--- config.mk ---
export PLATFORM = sky130hd
export DESIGN_NAME = burst_ctrl
export DESIGN_NICKNAME = d
export VERILOG_FILES = /design/src/logic/ddr_geom_pkg.sv /design/src/logic/ddr_bus_pkg.sv /design/src/logic/burst_ctrl.sv
export SDC_FILE = /design/constraint.sdc
export NUM_CORES = 1
export LEC_CHECK = 0
export BUFFER_PORTS_ARGS = -buffer_cell sky130_fd_sc_hd__buf_4
export CORE_MARGIN = 10
export CORE_UTILIZATION = 35
export CTS_CLUSTER_SIZE = 30
export DETAILED_ROUTE_END_ITERATION = 12
export GPL_ROUTABILITY_DRIVEN = 1
export PLACE_DENSITY_LB_ADDON = 0.12
export SLEW_MARGIN = 25
export SYNTH_ARGS = -nofsm -noshare
export SYNTH_HDL_FRONTEND = slang
export SYNTH_SLANG_ARGS = --single-unit
export TNS_END_PERCENT = 100
--- constraint.sdc ---
create_clock -name clk -period 2.2 [get_ports clk]
set_input_delay 0.11 -clock clk [delete_from_list [all_inputs] [get_ports clk]]
set_output_delay 0.11 -clock clk [all_outputs]
set_load 0.02 [all_outputs]
--- src/logic/ddr_geom_pkg.sv ---
package ddr_geom_pkg;

    // Data word and byte lanes
    localparam int WORD_W = 64;
    localparam int BE_W   = WORD_W / 8;

    // Full command address, as seen on the master bus
    localparam int ADDR_W = 29;

    // Burst length field
    localparam int BURST_W = 8;

    // Cycles from command acceptance to the last wait cycle before data
    localparam int READ_LAT = 7;

    // Length of one refresh slot
    localparam int RFSH_CYCLES = 4;

    typedef logic [WORD_W-1:0]  word_t;
    typedef logic [BE_W-1:0]    be_t;
    typedef logic [ADDR_W-1:0]  addr_t;
    typedef logic [BURST_W-1:0] burst_t;

endpackage

--- src/logic/ddr_bus_pkg.sv ---
package ddr_bus_pkg;

    // One command from the master
    // For a write burst, wdata and be carry the current beat
    typedef struct packed {
        logic                 valid;
        // 1 = read, 0 = write
        logic                 rd;
        ddr_geom_pkg::addr_t  addr;
        // 0 is taken as a single beat
        ddr_geom_pkg::burst_t burst;
        ddr_geom_pkg::word_t  wdata;
        ddr_geom_pkg::be_t    be;
    } ddr_cmd_t;

    // Read data returned to the master, one word per cycle
    typedef struct packed {
        logic                valid;
        ddr_geom_pkg::word_t rdata;
    } ddr_rsp_t;

endpackage

--- src/logic/burst_ctrl.sv ---
`timescale 1ns/1ns

module burst_ctrl #(
    parameter int MEM_AW = 10
) (
    input  logic                  clk,
    input  logic                  arst_n,
    input  logic                  prog_en,
    input  logic                  rfsh_cen,
    input  ddr_bus_pkg::ddr_cmd_t cmd,
    output logic                  busy,
    output logic                  rsp_valid,
    output logic [MEM_AW-1:0]     mem_addr,
    output logic                  mem_we,
    output ddr_geom_pkg::be_t     mem_be,
    output ddr_geom_pkg::word_t   mem_wdata
);

    localparam int LAT_W = $clog2(ddr_geom_pkg::READ_LAT + 1);
    localparam int RC_W  = $clog2(ddr_geom_pkg::RFSH_CYCLES);

    typedef enum logic [1:0] {
        ST_IDLE,
        ST_RFSH,
        ST_WRITE,
        ST_READ
    } state_t;

    state_t               state;
    ddr_geom_pkg::burst_t beat_cnt;
    ddr_geom_pkg::burst_t burst_len;
    logic [MEM_AW-1:0]    addr_r;
    logic [LAT_W-1:0]     lat_cnt;
    logic [RC_W-1:0]      rfsh_cnt;
    logic                 rfsh_pend;
    logic                 rfsh_done;
    logic                 accept;

    // A pending refresh already blocks new commands
    assign busy   = (state != ST_IDLE) || rfsh_pend;
    assign accept = cmd.valid && !busy;

    assign burst_len = (cmd.burst == '0) ? ddr_geom_pkg::burst_t'(1) : cmd.burst;
    assign rfsh_done = (state == ST_RFSH) && (rfsh_cnt == '0);

    // Beat 0 of a write goes straight through while idle
    assign mem_addr  = (state == ST_IDLE) ? cmd.addr[MEM_AW-1:0] : addr_r;
    assign mem_we    = (state == ST_WRITE) ? (beat_cnt != '0) : (accept && !cmd.rd);
    assign mem_be    = cmd.be;
    assign mem_wdata = cmd.wdata;

    // Pacer pulses are dropped while a ROM download runs
    always_ff @(posedge clk or negedge arst_n) begin
        if (!arst_n) begin
            rfsh_pend <= 1'b0;
        end else begin
            rfsh_pend <= (rfsh_pend && !rfsh_done) || (rfsh_cen && !prog_en);
        end
    end

    always_ff @(posedge clk or negedge arst_n) begin
        if (!arst_n) begin
            state     <= ST_IDLE;
            beat_cnt  <= '0;
            addr_r    <= '0;
            lat_cnt   <= '0;
            rfsh_cnt  <= '0;
            rsp_valid <= 1'b0;
        end else begin
            case (state)
                ST_IDLE: begin
                    if (rfsh_pend) begin
                        // The idle cycle with the flag set counts as the first slot cycle
                        rfsh_cnt <= RC_W'(ddr_geom_pkg::RFSH_CYCLES - 2);
                        state    <= ST_RFSH;
                    end else if (accept && cmd.rd) begin
                        addr_r   <= cmd.addr[MEM_AW-1:0];
                        beat_cnt <= burst_len;
                        lat_cnt  <= LAT_W'(ddr_geom_pkg::READ_LAT);
                        state    <= ST_READ;
                    end else if (accept) begin
                        addr_r   <= cmd.addr[MEM_AW-1:0] + 1'b1;
                        beat_cnt <= burst_len - 1'b1;
                        state    <= ST_WRITE;
                    end
                end
                ST_RFSH: begin
                    if (rfsh_cnt == '0) begin
                        state <= ST_IDLE;
                    end else begin
                        rfsh_cnt <= rfsh_cnt - 1'b1;
                    end
                end
                ST_WRITE: begin
                    // Beats left after the one taken at acceptance
                    if (beat_cnt != '0) begin
                        addr_r   <= addr_r + 1'b1;
                        beat_cnt <= beat_cnt - 1'b1;
                    end
                    if (beat_cnt <= ddr_geom_pkg::burst_t'(1)) begin
                        state <= ST_IDLE;
                    end
                end
                ST_READ: begin
                    if (lat_cnt != '0) begin
                        lat_cnt <= lat_cnt - 1'b1;
                        if (lat_cnt == LAT_W'(1)) begin
                            rsp_valid <= 1'b1;
                        end
                    end else begin
                        // Streaming, one word per cycle
                        addr_r   <= addr_r + 1'b1;
                        beat_cnt <= beat_cnt - 1'b1;
                        if (beat_cnt == ddr_geom_pkg::burst_t'(1)) begin
                            rsp_valid <= 1'b0;
                            state     <= ST_IDLE;
                        end
                    end
                end
                default: begin
                    state <= ST_IDLE;
                end
            endcase
        end
    end

endmodule

-- After elaboration in Yosys (flattened, before gate mapping)
Index checks and enable logic that the tools add are counted.
- flip-flop bits (word level): 27
- output and inout bits: 85
- logic and storage cells: 92
- add/subtract/negate cells: 6
- $lt $le $gt $ge: 1
- equality and inequality tests: 18
- mux-type cells: 33
- reduce and logical (&&, ||, !) cells: 27
- operator list (kind ; number):
    $mux W10 ; 6
    $mux W8 ; 6
    $pmux W10 S3 ; 1
    $pmux W8 S3 ; 1
    $add A10 B1 Y10 const B ; 2
    $mux W2 ; 9
    $sub A8 B1 Y8 const B ; 2
    $ne A2 B2 Y1 const B ; 6
    $ne A2 B1 Y1 const B ; 5
    $reduce_and A5 Y1 ; 2
    $mux W3 ; 3
    $eq A8 B1 Y1 const B ; 1
    $le A8 B1 Y1 const B ; 1
    $logic_not A8 Y1 ; 1
    $pmux W2 S4 ; 1
    $reduce_bool A2 Y1 ; 4
    $reduce_bool A8 Y1 ; 1
    $logic_and A1 B1 Y1 ; 6
    $pmux W3 S2 ; 1
    $reduce_and A3 Y1 ; 2
    $reduce_bool A3 Y1 ; 2
    $eq A2 B2 Y1 const B ; 2
    $logic_not A1 Y1 ; 4
    $logic_not A2 Y1 ; 2
    other kinds (10) ; 14

-- Depth between registers and ports, before layout
- word-level depth: 8
- mapped depth: 8
- depth with buffers taken out: 8

-- Worst setup path before layout
Ideal clock, no wire load.
- path kind: register to register
- from: reg beat_cnt[0]
- to: reg beat_cnt[2]
- arrival: 1.713 ns
- slack: 0.345 ns
- stages on the path, launching flop included: 9
- cell sequence: dfrtp_1 > inv_1 > ha_1 > or3b_4 > nor3_4 > a21oi_2 > buf_6 > o22ai_1 > a21oi_1
- cells in the longest elaborated chain, start to end: 3
- elaborated cells between the ends (all ways): 7
- classes of those cells: add/sub: 1; eq/ne: 1; mux: 3; reduce/logical: 2
- RTL lines (element ; line ; source):
    from (decl) ; burst_ctrl.sv:30 ; ddr_geom_pkg::burst_t beat_cnt;
    from (signal assigned) ; burst_ctrl.sv:78 ; beat_cnt <= burst_len;
    from (signal assigned) ; burst_ctrl.sv:83 ; beat_cnt <= burst_len - 1'b1;
    from (signal assigned) ; burst_ctrl.sv:98 ; beat_cnt <= beat_cnt - 1'b1;
    $sub A8 B1 Y8 / $reduce_bool A8 Y1 (equally long branches) ; burst_ctrl.sv:98, burst_ctrl.sv:113, burst_ctrl.sv:96 ;
    $mux W8, or another cell as far along ; burst_ctrl.sv:105 ; if (lat_cnt != '0) begin
    $pmux W8 S3 / $reduce_and A5 Y1 (equally long branches) ; n/a ;
Several ways; a longest one is shown, not always the timed one. The select of a mux whose other input is x is not followed.
A chain may end at the register's enable or synchronous reset.

-- Worst setup path after layout
- from: reg beat_cnt[1]
- to: reg addr_r[5]
- cells in the longest elaborated chain, start to end: 3
- RTL lines (element ; line ; source):
    $reduce_bool A8 Y1 ; burst_ctrl.sv:96 ; if (beat_cnt != '0) begin
    $ne A2 B1 Y1 (no line) ; n/a ;
    $reduce_and A5 Y1 (no line) ; n/a ;
    to (signal assigned) ; burst_ctrl.sv:82 ; addr_r <= cmd.addr[MEM_AW-1:0] + 1'b1;
    to (signal assigned) ; burst_ctrl.sv:97 ; addr_r <= addr_r + 1'b1;
    to (signal assigned) ; burst_ctrl.sv:112 ; addr_r <= addr_r + 1'b1;
    to (decl) ; burst_ctrl.sv:32 ; logic [MEM_AW-1:0] addr_r;
No other way between the ends.

==> impl_metrics.toml <==
[worst_hold_path]
min_from = "rfsh_cen"
hold_class = "primary input to register"
hold_end = "rfsh_pend$_DFF_PN0_"
whs_path_depth = 3

[finish]
seqCellArea_um2 = 675.6
design_area_um2 = 2829
nFillCells = 847
syn2layout_area_growth_pct = 0.8924
finalNetCount = 440
multiInputGateArea_um2 = 1476
antenna_cells = 0
drive_gt1_share_pct = 31.11

[sta]
finalSetupViolations = 0
rsz0062_at_grt = "no"
max_clock_freq_mhz = 480.5
hold_viol = 0
fin_ws_ps = 118.7
fin_setup_tns_ps = 0
layout_min_cycle_time_ps = 2081
timing.slew.headroom_pct = 61.74
whs_ps = 81.60
period_share_pct = 94.60
finalClockSkew_ps = 2.902
worstMarginPinSlew_ps = 572.6
slew_violations = 0

[worst_setup_path]
critical_path.max_stage_delay_ps = 400
crit_path_max_fanout = 10
r2r_slack_ps = 120
r2r-start = "beat_cnt[1]$_DFFE_PN0P_"
end_kind = "register"
crit_path_start_kind = "register"
required_ps = 2410
crit_family = "simple AND/OR/NAND/NOR gates"
setup.worst_path.class = "register to register"
r2r_end = "addr_r[5]$_DFFE_PN0P_"
worst-r2r-cell-count = 9
crit_slowest_cell = "dfrtp_1"
critical_path_arrival_ps = 2290
cp.buffers_inverters = 3
cp_common_cell = "buf_4"
cp_cell_sequence = "inv_1 -> ha_1 -> or3b_4 -> nor3_4 -> buf_4 -> a21o_4 -> buf_4 -> o31ai_1 -> a21oi_1"

[detailed_routing]
drt-vias-per-instance = 5.134
drtIter0Drc = 100
vias = 2141
wl_mm = 6.968
drc = 0
ant_nets = 0
wl_per_cell_um = 16.71
dr.pass1.iters = 4

[global_routing]
grt_pass1_vias = 2223
gr-usage-met2_pct = 18.14
track_usage_pct = 11.42
grt_use_met1_pct = 14.50
grt_max_degree = 28
busiest_layer = "met2"
antenna_found_initial = 0
met3_usage_pct = 3.277
grt_pass1_wl_mm = 11.23
grt_overflow = 0

[yosys]
syn_nets = 459
yosysUniqueCellTypes = 64
ys_warn_count = 0
synth_ff_type = "dfrtp_1"
syn_inst = 335
ys_async_sr_fraction_pct = 100.0
ys_seq_elements = 27
synth-edff-count = 0
synth_area_um2 = 2804
syn_avg_cell_area_um2 = 8.370
ys_seq_area_share_pct = 24.10

[floorplan]
core_area_um2 = 7767
io-pin-count = 200
die_x_um = 109.5
die_h_um = 109.5
rows = 32
start_util_pct = 36.10
dieArea_um2 = 11990

[place]
placed_cell_area_um2 = 2734
dp_hpwl_mm = 5.346
routabilityCongestion = 0.7951
port_buffers = 36
dp_worst_setup_slack_ps = -20.30

[power]
p_leak_nw = 1.184
power_density_nw_per_um2 = 1250
power_mw = 3.536
ir_drop_mv = 0.4090

[cts]
clkTransAtPathRegs_ps = 100
tritoncts = "yes"
clk-insertion-delay-late_ps = 280
cts-buffers-inserted = 3
htree_levels = 1
clock_path_buffers = 2
cts.sinks = 27
clock-root-buffer = "clkbuf_8"

[outcome]
outcome = "completed"

[run]
maxCapViolations = 0
[layout make-up]
class / instances / share of cell area (%)
sequential: 27 / 23.88
inverter: 13 / 1.725
clock buffer: 4 / 1.592
tap: 102 / 4.511
multi-input combinational: 211 / 52.19
timing repair buffer: 60 / 16.10
[power breakdown]
| group | total (mW) | internal, mW | switching, mW |
|---|---|---|---|
| logic | 2.21 | 1.08 | 1.13 |
| registers | 1.03 | 0.743 | 0.283 |
| clock network | 0.301 | 0.130 | 0.170 |
| total | 3.54 | 1.96 | 1.58 |
[stage by stage]
stage / std cells / util, %
after global routing: 417 / 36.42
after CTS: 414 / 36.13
final: 417 / 36.42
after detailed placement: 408 / 35.20
after floorplan: 335 / -
after global placement: 408 / 35.20
[worst register-to-register path: stages, from the launching register on]
cell,delay [ps]
dfrtp_1,400
inv_1,100
ha_1,170
or3b_4,400
nor3_4,230
buf_4,160
a21o_4,150
buf_4,170
o31ai_1,80
a21oi_1,150
[cell usage after synthesis (all sizes together) (4+ instances only)]
| library cell | instances | area (um2) |
|---|---|---|
| a211oi | 5 | 42.54 |
| a21oi | 15 | 93.84 |
| and3 | 5 | 32.53 |
| buf | 80 | 595.6 |
| clkbuf | 4 | 15.01 |
| dfrtp | 27 | 675.7 |
| ha | 9 | 112.6 |
| inv | 13 | 48.80 |
| mux2 | 10 | 112.6 |
| nand2 | 31 | 116.4 |
| nand2b | 5 | 31.28 |
| nand3 | 9 | 45.04 |
| nor2 | 20 | 75.07 |
| nor3 | 11 | 71.32 |
| nor4 | 4 | 25.02 |
| o21ai | 12 | 63.81 |
| o21bai | 4 | 41.29 |
| o22ai | 10 | 81.33 |
| or2 | 5 | 31.28 |
| xnor2 | 10 | 87.58 |
| xor2 | 4 | 35.03 |
[registers in the layout, indices dropped and copies added (netlist names)]
signal and cells:
beat_cnt 8, addr_r 10, state 2, rsp_valid 1
lat_cnt 3, rfsh_pend 1, rfsh_cnt 2
[cells by family after synthesis]
kind of cell | after synthesis | synth area share (%)
multiplexers | 13 | 5.087
XOR/XNOR | 14 | 4.373
flip-flops | 27 | 24.10
AND/OR/NAND/NOR | 109 | 20.97
AO/OA/AOI/OAI | 66 | 17.94
buffers and inverters | 97 | 23.52
adder cells (fa/ha/maj) | 9 | 4.016
[placed cells by master, fill, tap and decap left out, types with 3 or more instances in the layout]
master / synthesis / final
dfrtp_1: 27 / 27
nand2_1: 31 / 31
o21bai_2: 3 / 3
nand3_1: 9 / 9
and3_1: 4 / 4
inv_1: 13 / 13
o21ai_0: 9 / 9
nand2b_1: 5 / 5
o22ai_2: 3 / 3
or2_2: 4 / 4
a21oi_1: 10 / 10
o22ai_1: 7 / 7
mux2_2: 10 / 10
nor3_1: 9 / 9
xnor2_1: 10 / 10
xor2_1: 4 / 4
buf_4: 72 / 58
o31a_1: 3 / 3
nor4_1: 4 / 4
ha_1: 9 / 9
clkbuf_8: 0 / 3
nand4b_1: 3 / 3
a21oi_2: 5 / 4
a211oi_1: 4 / 4
mux2i_1: 3 / 3
nor2_1: 20 / 20
[per-layer routing]
metal | wire (um) | part of all wire (%) | vias up
li1 | - | - | 1061
met1 | 3135 | 45 | 995
met2 | 3198 | 46 | 53
met3 | 518 | 7.4 | 32
met4 | 116 | 1.7 | 0
met5 | 0 | 0 | -
[timing repair]
action	4_1_cts	5_1_grt
gates cloned	0	0
setup endpoints to repair	2	1
hold endpoints to repair	28	0
gates resized for setup	1	0
buffers inserted	0	3
hold buffers	2	0
[worst max path at each step]
stage                                        from                      end  cells past startpoint
after global routing      beat_cnt[1]$_DFFE_PN0P_    addr_r[5]$_DFFE_PN0P_                      9
final                     beat_cnt[1]$_DFFE_PN0P_    addr_r[5]$_DFFE_PN0P_                      9
after CTS                 beat_cnt[1]$_DFFE_PN0P_    addr_r[5]$_DFFE_PN0P_                      9
after global placement     lat_cnt[0]$_DFFE_PN0P_    addr_r[1]$_DFFE_PN0P_                      6
after detailed placement   lat_cnt[0]$_DFFE_PN0P_    addr_r[1]$_DFFE_PN0P_                      6
after floorplan           beat_cnt[0]$_DFFE_PN0P_  beat_cnt[2]$_DFFE_PN0P_                      8
Note: power is estimated with default switching activity, not from simulation.
