## config.mk

```make
export PLATFORM = sky130hd
export DESIGN_NAME = frac_cen
export DESIGN_NICKNAME = d
export VERILOG_FILES = /design/src/logic/frac_cen.sv
export SDC_FILE = /design/constraint.sdc
export NUM_CORES = 1
export LEC_CHECK = 0
export ABC_AREA = 1
export BUFFER_PORTS_ARGS = -buffer_cell sky130_fd_sc_hd__clkbuf_2
export CAP_MARGIN = 40
export CORE_AREA = 2 2 39 41
export CTS_BUF_LIST = sky130_fd_sc_hd__clkbuf_2
export DETAILED_ROUTE_END_ITERATION = 7
export DIE_AREA = 0 0 41 43
export PLACE_DENSITY_LB_ADDON = 0.15
export SKIP_CTS_REPAIR_TIMING = 1
export SLEW_MARGIN = 30
export SYNTH_ARGS = -nofsm -noshare
export SYNTH_HDL_FRONTEND = slang
export SYNTH_SLANG_ARGS = --single-unit
```

## constraint.sdc

```tcl
create_clock -name clk -period 4.1 [get_ports clk]
set_input_delay 0.82 -clock clk [delete_from_list [all_inputs] [get_ports clk]]
set_output_delay 0.82 -clock clk [all_outputs]
set_load 0.01 [all_outputs]
```

## src/logic/frac_cen.sv

```systemverilog
`timescale 1ns/1ns

module frac_cen #(
    parameter int N  = 1,
    parameter int M  = 64,
    parameter int WC = 8
) (
    input  logic clk,
    input  logic arst_n,
    output logic cen
);

    localparam logic [WC:0] STEP = (WC+1)'(N);
    localparam logic [WC:0] WRAP = (WC+1)'(M);

    logic [WC-1:0] acc;
    logic [WC:0]   sum;

    // One extra bit so the sum never overflows before the compare
    assign sum = {1'b0, acc} + STEP;

    always_ff @(posedge clk or negedge arst_n) begin
        if (!arst_n) begin
            acc <= '0;
            cen <= 1'b0;
        end else if (sum >= WRAP) begin
            // Overflow gives one enable pulse
            acc <= WC'(sum - WRAP);
            cen <= 1'b1;
        end else begin
            acc <= sum[WC-1:0];
            cen <= 1'b0;
        end
    end

endmodule

```

; After elaboration in Yosys (flattened, before gate mapping)
; Index checks and enable logic that the tools add are counted.
[totals]
register_bits = 9
inputBits = 2
out_inout_bits = 1
[op_classes]
add_sub_neg = 2
n_lt_le_gt_ge = 1
mux = 2
[ops]
columns = op, n
row1 = $add A8 B1 Y9 const B, 1
row2 = $ge A9 B7 Y1 const B, 1
row3 = $mux W8, 1
row4 = $sub A8 B7 Y8 const B, 1
row5 = $mux W1, 1

; Longest topological paths before layout
; Gate-level depths: netlist of the first run.
[logic_depth]
ltp_word = 3
depth_mapped = 12
ltp_nobuf = 12

; Worst setup path after synthesis of the first run
; Ideal clock, no wire load.
[synth_path]
path_kind = reg-to-reg
startpoint = register acc[0]
endpoint = register acc[6]
arrival_time_ns = 1.541
path_slack_ns = 2.482
path_stages_with_launch = 13
path_buffers = 0
period_less_slack_ns = 1.618
path_cell_list = dfrtp_1 > ha_1 > nand3_1 > nor2_1 > nand2_1 > nand2_1 > ha_1 > nand2_1 > nor2_1 > nand2_1 > nor2_2 > nand2_2 > a21oi_1
[synth_via]
elab_chain_len = 3
[synth_lines]
columns = element, line_no
row1 = from (decl), 16  ; logic [WC-1:0] acc;
row2 = from (signal assigned), 28  ; acc <= WC'(sum - WRAP);
row3 = from (signal assigned), 31  ; acc <= sum[WC-1:0];
row4 = $add A8 B1 Y9 (*), 20  ; assign sum = {1'b0, acc} + STEP;
row5 = $sub A8 B7 Y8 / $ge A9 B7 Y1 (equally long branches), "28, 26"
row6 = $mux W8 (*), 26  ; end else if (sum >= WRAP) begin
; Every way passes the cells marked *; elsewhere a longest branch is shown, timed or not.

; Worst setup path after layout of the first run
; Same ends and word-level chain as after synthesis.

==> impl.org, run 1 <==
** Timing
- Headroom to the max-slew limit :: a little over four fifths
- Top achievable clock speed :: 538 MHz
- Setup repair after global routing left no endpoint under its margin.
- The final hold violation count was 0.
- Final setup vio count :: 0
- For the final database, setup skew stands at roughly 0.0032 ns.
- Final-report max-slew violation count :: 0
- The final critical path takes up a little under half of the cycle.
- Once routing completed, OpenROAD measured the worst setup slack at roughly 2.2 ns.
- After routing, the total negative slack on setup checks comes to 0 ns.
- Post-route minimum period :: 1.86 ns
- At the pin with the least slew margin, the transition time is ~0.23 ns.

** Clock tree
- Num CTS Buffers :: 3
- The clock passes through at most 2 buffers.
- TritonCTS sink count :: 9
- After clock tree synthesis, the clock-pin slew on the worst setup and hold paths is ~0.10 ns.
- The root buffer cell chosen for the clock tree is clkbuf_2.
- CTS built an H-tree with a depth of 1.
- CTS tree :: built
- Clock latency reported for the late side of the worst-skew pair :: approximately 0.26 ns

** Placed design
- The wire-length estimate of the detail-placed layout is 568 µm.
- Input/output buffers :: 2
- Final weighted congestion in routability-driven placement :: 0.702
- OpenSTA, run right after detailed placement, puts the worst setup slack at roughly 2.2 ns.

** Worst setup path
- Across all register-to-register paths, the minimum setup slack is approximately 2.2 ns.
- In this design, the largest share of critical-path delay is due to simple AND/OR/NAND/NOR gates.
- For this run, the slowest stage of the critical path takes between 0.4 and 0.5 ns.
- Reg2Reg Capture Point :: acc[6]
- Of all nets on the critical path, the largest fanout is 6.
- The worst setup path is launched from a register.
- Library cell contributing the largest single delay on the critical path :: dfrtp_1
- Worst Path Class, Setup :: register to register
- Worst-case reg-to-reg path depth :: 12
- The signal on the critical path passes through ha_1 > nand3_1 > nor2_1 > nand2_1 > nand2_1 > ha_1 > nand2_1 > nor2_1 > nand2_1 > nor2_2 > nand2_2 > a21oi_1.
- Among the stages of the critical path, the cell type that occurs most often is nand2_1.
- Worst path arrival time :: a little over 2 ns
- Crit Reg-Reg Startpoint :: acc[0]
- Together, buffers and inverters on the worst path number 0.
- The worst setup path is captured at a register.
- STA puts the critical path data required time at about 4.3 ns.

** Power and ir drop
- Dividing total power by cell area gives a power density of ~280 nW/µm².
- VDD sags by at most 0.116 mV.
- Summed over all cells, the static leakage comes to slightly above 0.3 nW.

** Flow run
- Maximum Capacitance Violations :: 0

** Synthesis
- The largest total area in the synthesized netlist belongs to dfrtp_1.
- By area the synthesized netlist is led by dfrtp_1 47%, nand2_1 14%, inv_1 9.4%.
- After synthesis, the largest area contributor takes up 46.8% of total cell area.
- The average instance in the mapped netlist occupies 8.31 µm².
- Yosys warning count :: 0
- Synthesis produced a netlist whose cell count is 58.
- After synthesis the cells add up to between 400 and 500 µm².
- The synthesized netlist contains 14 unique library cells.
- Synthesis inferred 9 register bits.
- Proportion of synthesized chip area in sequential cells :: 46.8%
- Counting every net in the synthesized netlist gives 63.

** Global route
- For this run, the total global-route usage over all layers was measured as between 10% and 20%.
- Global-route wire length before repair :: 1.37 mm
- Entering global routing, the biggest net connects 10 pins.
- Number of antenna violations at the first check in global routing :: 0
- The via count of the first global-routing pass came to 330.
- Global routing finished with a remaining overflow of 0.

** Drt
- In the final routing, the length of wire on met1 measures about 390 µm.
- Detailed routing placed a total of about 330 µm of wire on met2.
- Summed over all layers, the routed wires come to 759 µm.
- Wire per inst :: 9.49 µm
- DR top layer :: met4
- Detailed routing inserted a total of about 350 vias.
- For this run, design rule violations remaining after detail routing come to 0.
- For this run, the detailed router's first-pass iteration total came to 4.
- Dividing the detail-routed via count by the number of cells gives approximately 4.4.
- In this run the remaining antenna-violating nets after routing total 0.
- Met3 wire length :: between 10 and 15 µm
- Starting DRC count in detailed routing :: 4

** Finish
- Fraction of layout instances using a drive strength above 1 :: 18.8%
- Area growth from synthesis to layout :: 10.4%
- The library cells used most frequently in the layout, excluding fill and tap cells, are 18 x nand2_1, 12 x inv_1, 9 x dfrtp_1.
- Fill cell count :: ~150
- The library cell used most frequently in the layout, excluding fill and tap cells, is nand2_1.
- Net total in the final layout :: 70
- The number of antenna diodes in the final layout is 0.

** Floorplanning
- Overall die height :: between 40 and 50 µm
- Starting utilization of the core area :: 34.8%
- Die width :: between 40 and 50 µm
- Row generation in the floorplan step produced 14 rows.
- Number of top-level design ports :: 3
- In this run the standard cell core region covers around 1400 µm².
- Die footprint :: roughly 1800 µm²

** Worst hold path
- The path class of the tightest hold or removal check is input pin to async pin.

** Outcome
- Status :: finished clean
cell families (layout without fill, tap and decap cells):
family	Yosys count	count (layout)	share of synthesized area, %
AOI/OAI and AO/OA	3	3	3.12
xor gates and xnor gates	1	1	3.38
adders and majority gates	3	3	7.79
buffers and inverters	12	18	9.35
DFF	9	9	46.8
and+or+nand+nor	30	30	29.6
stage by stage:
stage | hold WS [ns] | instance area [µm²] | std cells | total power, mW | util [%]
final | 0.399 | 532 | 80 | 0.150 | 38.4
after global routing | 0.390 | 532 | 80 | 0.159 | 38.4
after CTS | 0.398 | 532 | 80 | 0.153 | 38.4
after detailed placement | 0.518 | 512 | 76 | 0.0927 | 37.0
after global placement | 0.517 | 512 | 76 | 0.0926 | 37.0
after floorplan | 0.484 | 482 | 58 | 0.0905 | -
layer usage:
layer	up-vias	GRT usage, %
li1	188	-
met1	156	17.3
met2	5	15.6
met3	3	1.57
met4	0	8.00
met5	-	0
worst register-to-register path, cell delays in order, from the launching register on:
cell     delay (ns)
dfrtp_1        0.44
ha_1           0.25
nand3_1        0.14
nor2_1         0.11
nand2_1        0.05
nand2_1        0.12
ha_1           0.17
nand2_1        0.05
nor2_1         0.09
nand2_1        0.07
nor2_2         0.09
nand2_2        0.07
a21oi_1        0.14
worst max-delay path by stage:
stage,start,endpoint,cells after the start
final,acc[0],acc[6],12
after detailed placement,acc[0],acc[6],12
after CTS,acc[0],acc[6],12
after global placement,acc[0],acc[6],12
after global routing,acc[0],acc[6],12
after floorplan,acc[0],acc[6],12
power breakdown:
| group | leakage [nW] | internal (mW) | switching, mW | total (mW) |
|---|---|---|---|---|
| clock | 0.0166 | 0.0259 | 0.0338 | 0.0597 |
| sequential | 0.111 | 0.0887 | 0 | 0.0887 |
| combinational | 0.175 | 0.000339 | 0.00168 | 0.00202 |
area by class of cell:
type	count	area [µm²]	area share, %
multi-input cells	37	211	39.8
flip-flops and latches	9	225	42.4
repair buffers	2	10.0	1.88
inverters	12	45.0	8.47
well taps	16	20.0	3.76
clock buffers	4	20.0	3.76
synthesized netlist by cell type:
master / instances
nand2_1: 18
inv_1: 12
dfrtp_1: 9
ha_1: 3
nand3_1: 3
a21oi_1: 2
nand4_1: 2
nor2_1: 2
nor2_2: 2
nand2_2: 1
nand3_2: 1
nor2_4: 1
o21ai_1: 1
xor2_2: 1
flip-flops by register name, indices dropped and copies added (netlist names):
name and count:
acc 8, cen 1
Power figures use the tool's default switching activity.
==> run 2, diff against run 1 <==
- clock period: 4.1 -> 1.9 ns (I/O delays scaled with it)
==> run 2 against run 1 <==
Net effect:
- sequential share of layout area shrank 2.4 points
- largest cell class unchanged
- final area grew 6.1%
- combinational power grew to 2.9 times the previous value
==> impl.org, run 2 (synthesized netlist as in run 1, its figures left out) <==
** Placed design
- The routability-driven placement congestion ratio came to 0.712 (+1.4%).
- Detailed Place HPWL :: 624 µm (+9.7%)
- Total cell area at the placement stage :: 534 µm² (+4.4%)
- The minimum setup slack after placement came to 0.202 ns (-2.04 ns).
- The count of buffers inserted at the top-level ports was 2 (unchanged).
- Cells after DPL :: 79 (+3.9%)

** Worst setup path
- Worst Path Class, Setup :: register to register
- Among the stages of the critical path, the cell type that occurs most often is nand2_1.
- The worst register-to-register path begins at acc[0].
- On the critical path, the stage with the largest delay is an instance of dfrtp_1.
- Number of buffers and inverters on the critical path :: 0 (unchanged)
- The register-to-register setup slack was 0.20 ns (-2.04 ns).
- The worst endpoint required time was 2.06 ns (-2.22 ns).
- Max FO, Critical Path :: 3 (-3)
- The kind of cell with the highest combined delay along the critical path is simple AND/OR/NAND/NOR gates.
- Reg2Reg Capture Point :: acc[6]
- The worst endpoint data arrival time is 1.86 ns (-0.18 ns).
- The critical path goes through ha_1 > nand3_1 > nor2_1 > nand2_1 > nand2_1 > ha_1 > nand2_1 > nor2_1 > nand2_1 > nor2_2 > nand2_2 > a21oi_1.
- The highest cell delay on the worst timing path is 0.36 ns (-0.08 ns).
- STA classifies the critical path startpoint as a register.
- The number of cells on the worst reg-to-reg path is 12 (unchanged).
- The worst setup path is captured at a register.

** Worst hold path
- In this run the worst hold path is classified as input pin to async pin.

** Timing
- The shortest clock period the worst path allows after layout came to 1.70 ns (-0.160 ns).
- Post-route clock skew :: 0.00613 ns (+0.00290 ns)
- The headroom to the max-slew limit came to 84.4% (about the same).
- Post-route worst hold slack :: 0.512 ns (+0.113 ns)
- Slew at the pin closest to its max-slew limit :: 0.233 ns (+0.00104 ns)
- The sum of negative setup slack was 0 ns (unchanged).
- Setup repair after global routing left no endpoint under its margin.
- Final period utilization :: 89.4% (+44 points)
- The final hold violation count came to 0 (unchanged).
- Top achievable clock speed :: 589 MHz (+9.4%)
- PnR worst setup slack :: 0.202 ns (-2.04 ns)
- The total setup violations reported at the end of the flow is 0 (unchanged).
- The number of pins with negative max-slew slack in the final report was 0 (unchanged).

** Drt
- Number of nets with antenna violations after routing :: 0 (unchanged)
- The total number of vias is 363 (+3.1%).
- Starting DRC count in detailed routing :: 4 (unchanged)
- The average via count per standard cell came to 4.32 (-1.8%).
- The detailed-route wire length per cell came to 9.57 µm (+0.88%).
- Number of remaining DRC errors :: 0 (unchanged)
- The total routed wirelength is 804 µm (+5.9%).
- The number of detailed-routing iterations run before antenna repair was 4 (unchanged).

** Power and ir drop
- The part of the power in the clock network was 38.4% (-1.3 points).
- Seq pwr share :: 59.7% (+0.7 points)
- The switching component of the power was 0.0710 mW (+100%).
- Worst vdd rail ir drop :: 0.399 mV (+250%)
- The leakage power figure came to 0.322 nW (+6.3%).
- The power per cell area was 568 nW/µm² (+100%).
- Power share of the combinational group :: 1.9% (+0.6 points)
- Internal power contribution :: 0.249 mW (+120%)
- Switching share of total power :: 22.2% (-1.4 points)

** Finish
- The diode insertion count for antenna repair is 0 (unchanged).
- The register with the most flip-flops in the final layout is acc.
- The library cell used most frequently in the layout, excluding fill and tap cells, is nand2_1.
- In the layout the commonest cells are 18 x nand2_1, 12 x inv_1, 9 x dfrtp_1.
- Final cell count without fillers :: 84 (+5.0%)
- Largest regs :: acc x8, cen x1
- Fraction of layout instances using a drive strength above 1 :: 22.1% (+3.3 points)
- The post-route cell area came to 564 µm² (+6.1%).
- Flip-flop count of the largest register after layout :: 8 (unchanged)
- Net total in the final layout :: 74 (+5.7%)
- Relative to the synthesized area, the layout overhead comes to 17.1%.

** Floorplanning
- The number of I/O pins was 3 (unchanged).
- The overall die height came to 43 µm (unchanged).
- Starting utilization of the core area :: 34.8% (unchanged)
- Num rows :: 14 (unchanged)
- The core footprint came to 1380 µm² (unchanged).
- Die footprint :: 1760 µm² (unchanged)
- The width of the chip is 41 µm (unchanged).

** Clock tree
- The number of buffers added by the clock tree synthesis step was 3 (unchanged).
- The clock-pin transition on the worst setup and hold timing paths came to 0.10 ns (about the same).
- The maximum buffer depth of the clock tree was 2 (unchanged).
- TritonCTS built the clock tree.
- The H-tree depth was 1 (unchanged).
- TritonCTS sink count :: 9 (unchanged)
- Clock latency reported for the late side of the worst-skew pair :: 0.24 ns (-0.02 ns)
- Library cell used as clock root buffer :: clkbuf_2

** Global route
- Vias in the first global route :: 338 (+2.4%)
- The aggregate global-route resource usage was 12.6% (+0.77 points).
- The first-pass GRT wire length is 1.47 mm (+7.0%).
- Grt ovf :: 0 (unchanged)
- The number of antenna violations at the first check in global routing came to 0 (unchanged).
- Largest net degree at the start of global routing :: 10 (unchanged)

** Outcome
- Status :: finished clean

** Flow run
- Maximum Capacitance Violations :: 0 (unchanged)
## run 2: changes by cell type in the layout (fill, tap and decap cells not counted)
cell           delta
dlygate4sd3_1     +1
buf_4             +3
## run 2: layout make-up
| type | count | area [µm²] |
|---|---|---|
| Sequential cell | 9 | 225 |
| Tap cell | 16 | 20.0 |
| Timing Repair Buffer | 6 | 42.5 |
| Multi-Input combinational cell | 37 | 211 |
| Fill cell | 138 | 820 |
| Inverter | 12 | 45.0 |
| Clock buffer | 4 | 20.0 |
## run 2: power by group through the flow
stage	sequential [mW]	combinational, mW	clock, mW
after CTS	0.191	0.00482	0.129
after global routing	0.191	0.00703	0.136
after global placement	0.195	0.00469	0
after floorplan	0.195	0.000000167	0
after detailed placement	0.195	0.00482	0
final	0.191	0.00594	0.123
## run 2: worst max path at each step
stage / startpoint / endpoint / slack, ns / cells past startpoint
floorplan: acc[0] / acc[6] / 0.28 / 12
CTS: acc[0] / acc[6] / 0.17 / 12
global placement: acc[0] / acc[6] / 0.20 / 12
detailed placement: acc[0] / acc[6] / 0.20 / 12
finish: acc[0] / acc[6] / 0.20 / 12
global route: acc[0] / acc[6] / 0.06 / 12
## run 2: worst reg2reg max path: stages, from the launching register on
cell	delay, ns
dfrtp_1	0.36
ha_1	0.18
nand3_1	0.13
nor2_1	0.11
nand2_1	0.05
nand2_1	0.12
ha_1	0.17
nand2_1	0.05
nor2_1	0.09
nand2_1	0.07
nor2_2	0.09
nand2_2	0.07
a21oi_1	0.13
## run 2: per-layer routing
metal | vias to the layer above | wire, µm | global-route usage, %
li1 | 198 | - | -
met1 | 159 | 394 | 17.9
met2 | 4 | 381 | 17.2
met3 | 2 | 22 | 2.09
met4 | 0 | 6 | 8.00
met5 | - | 0 | 0
## run 2: per-stage QoR
step	power [mW]	utilization [%]
after floorplan	0.195	-
after global placement	0.200	38.6
after detailed placement	0.200	38.6
after CTS	0.325	40.1
after global routing	0.335	40.8
final	0.320	40.8
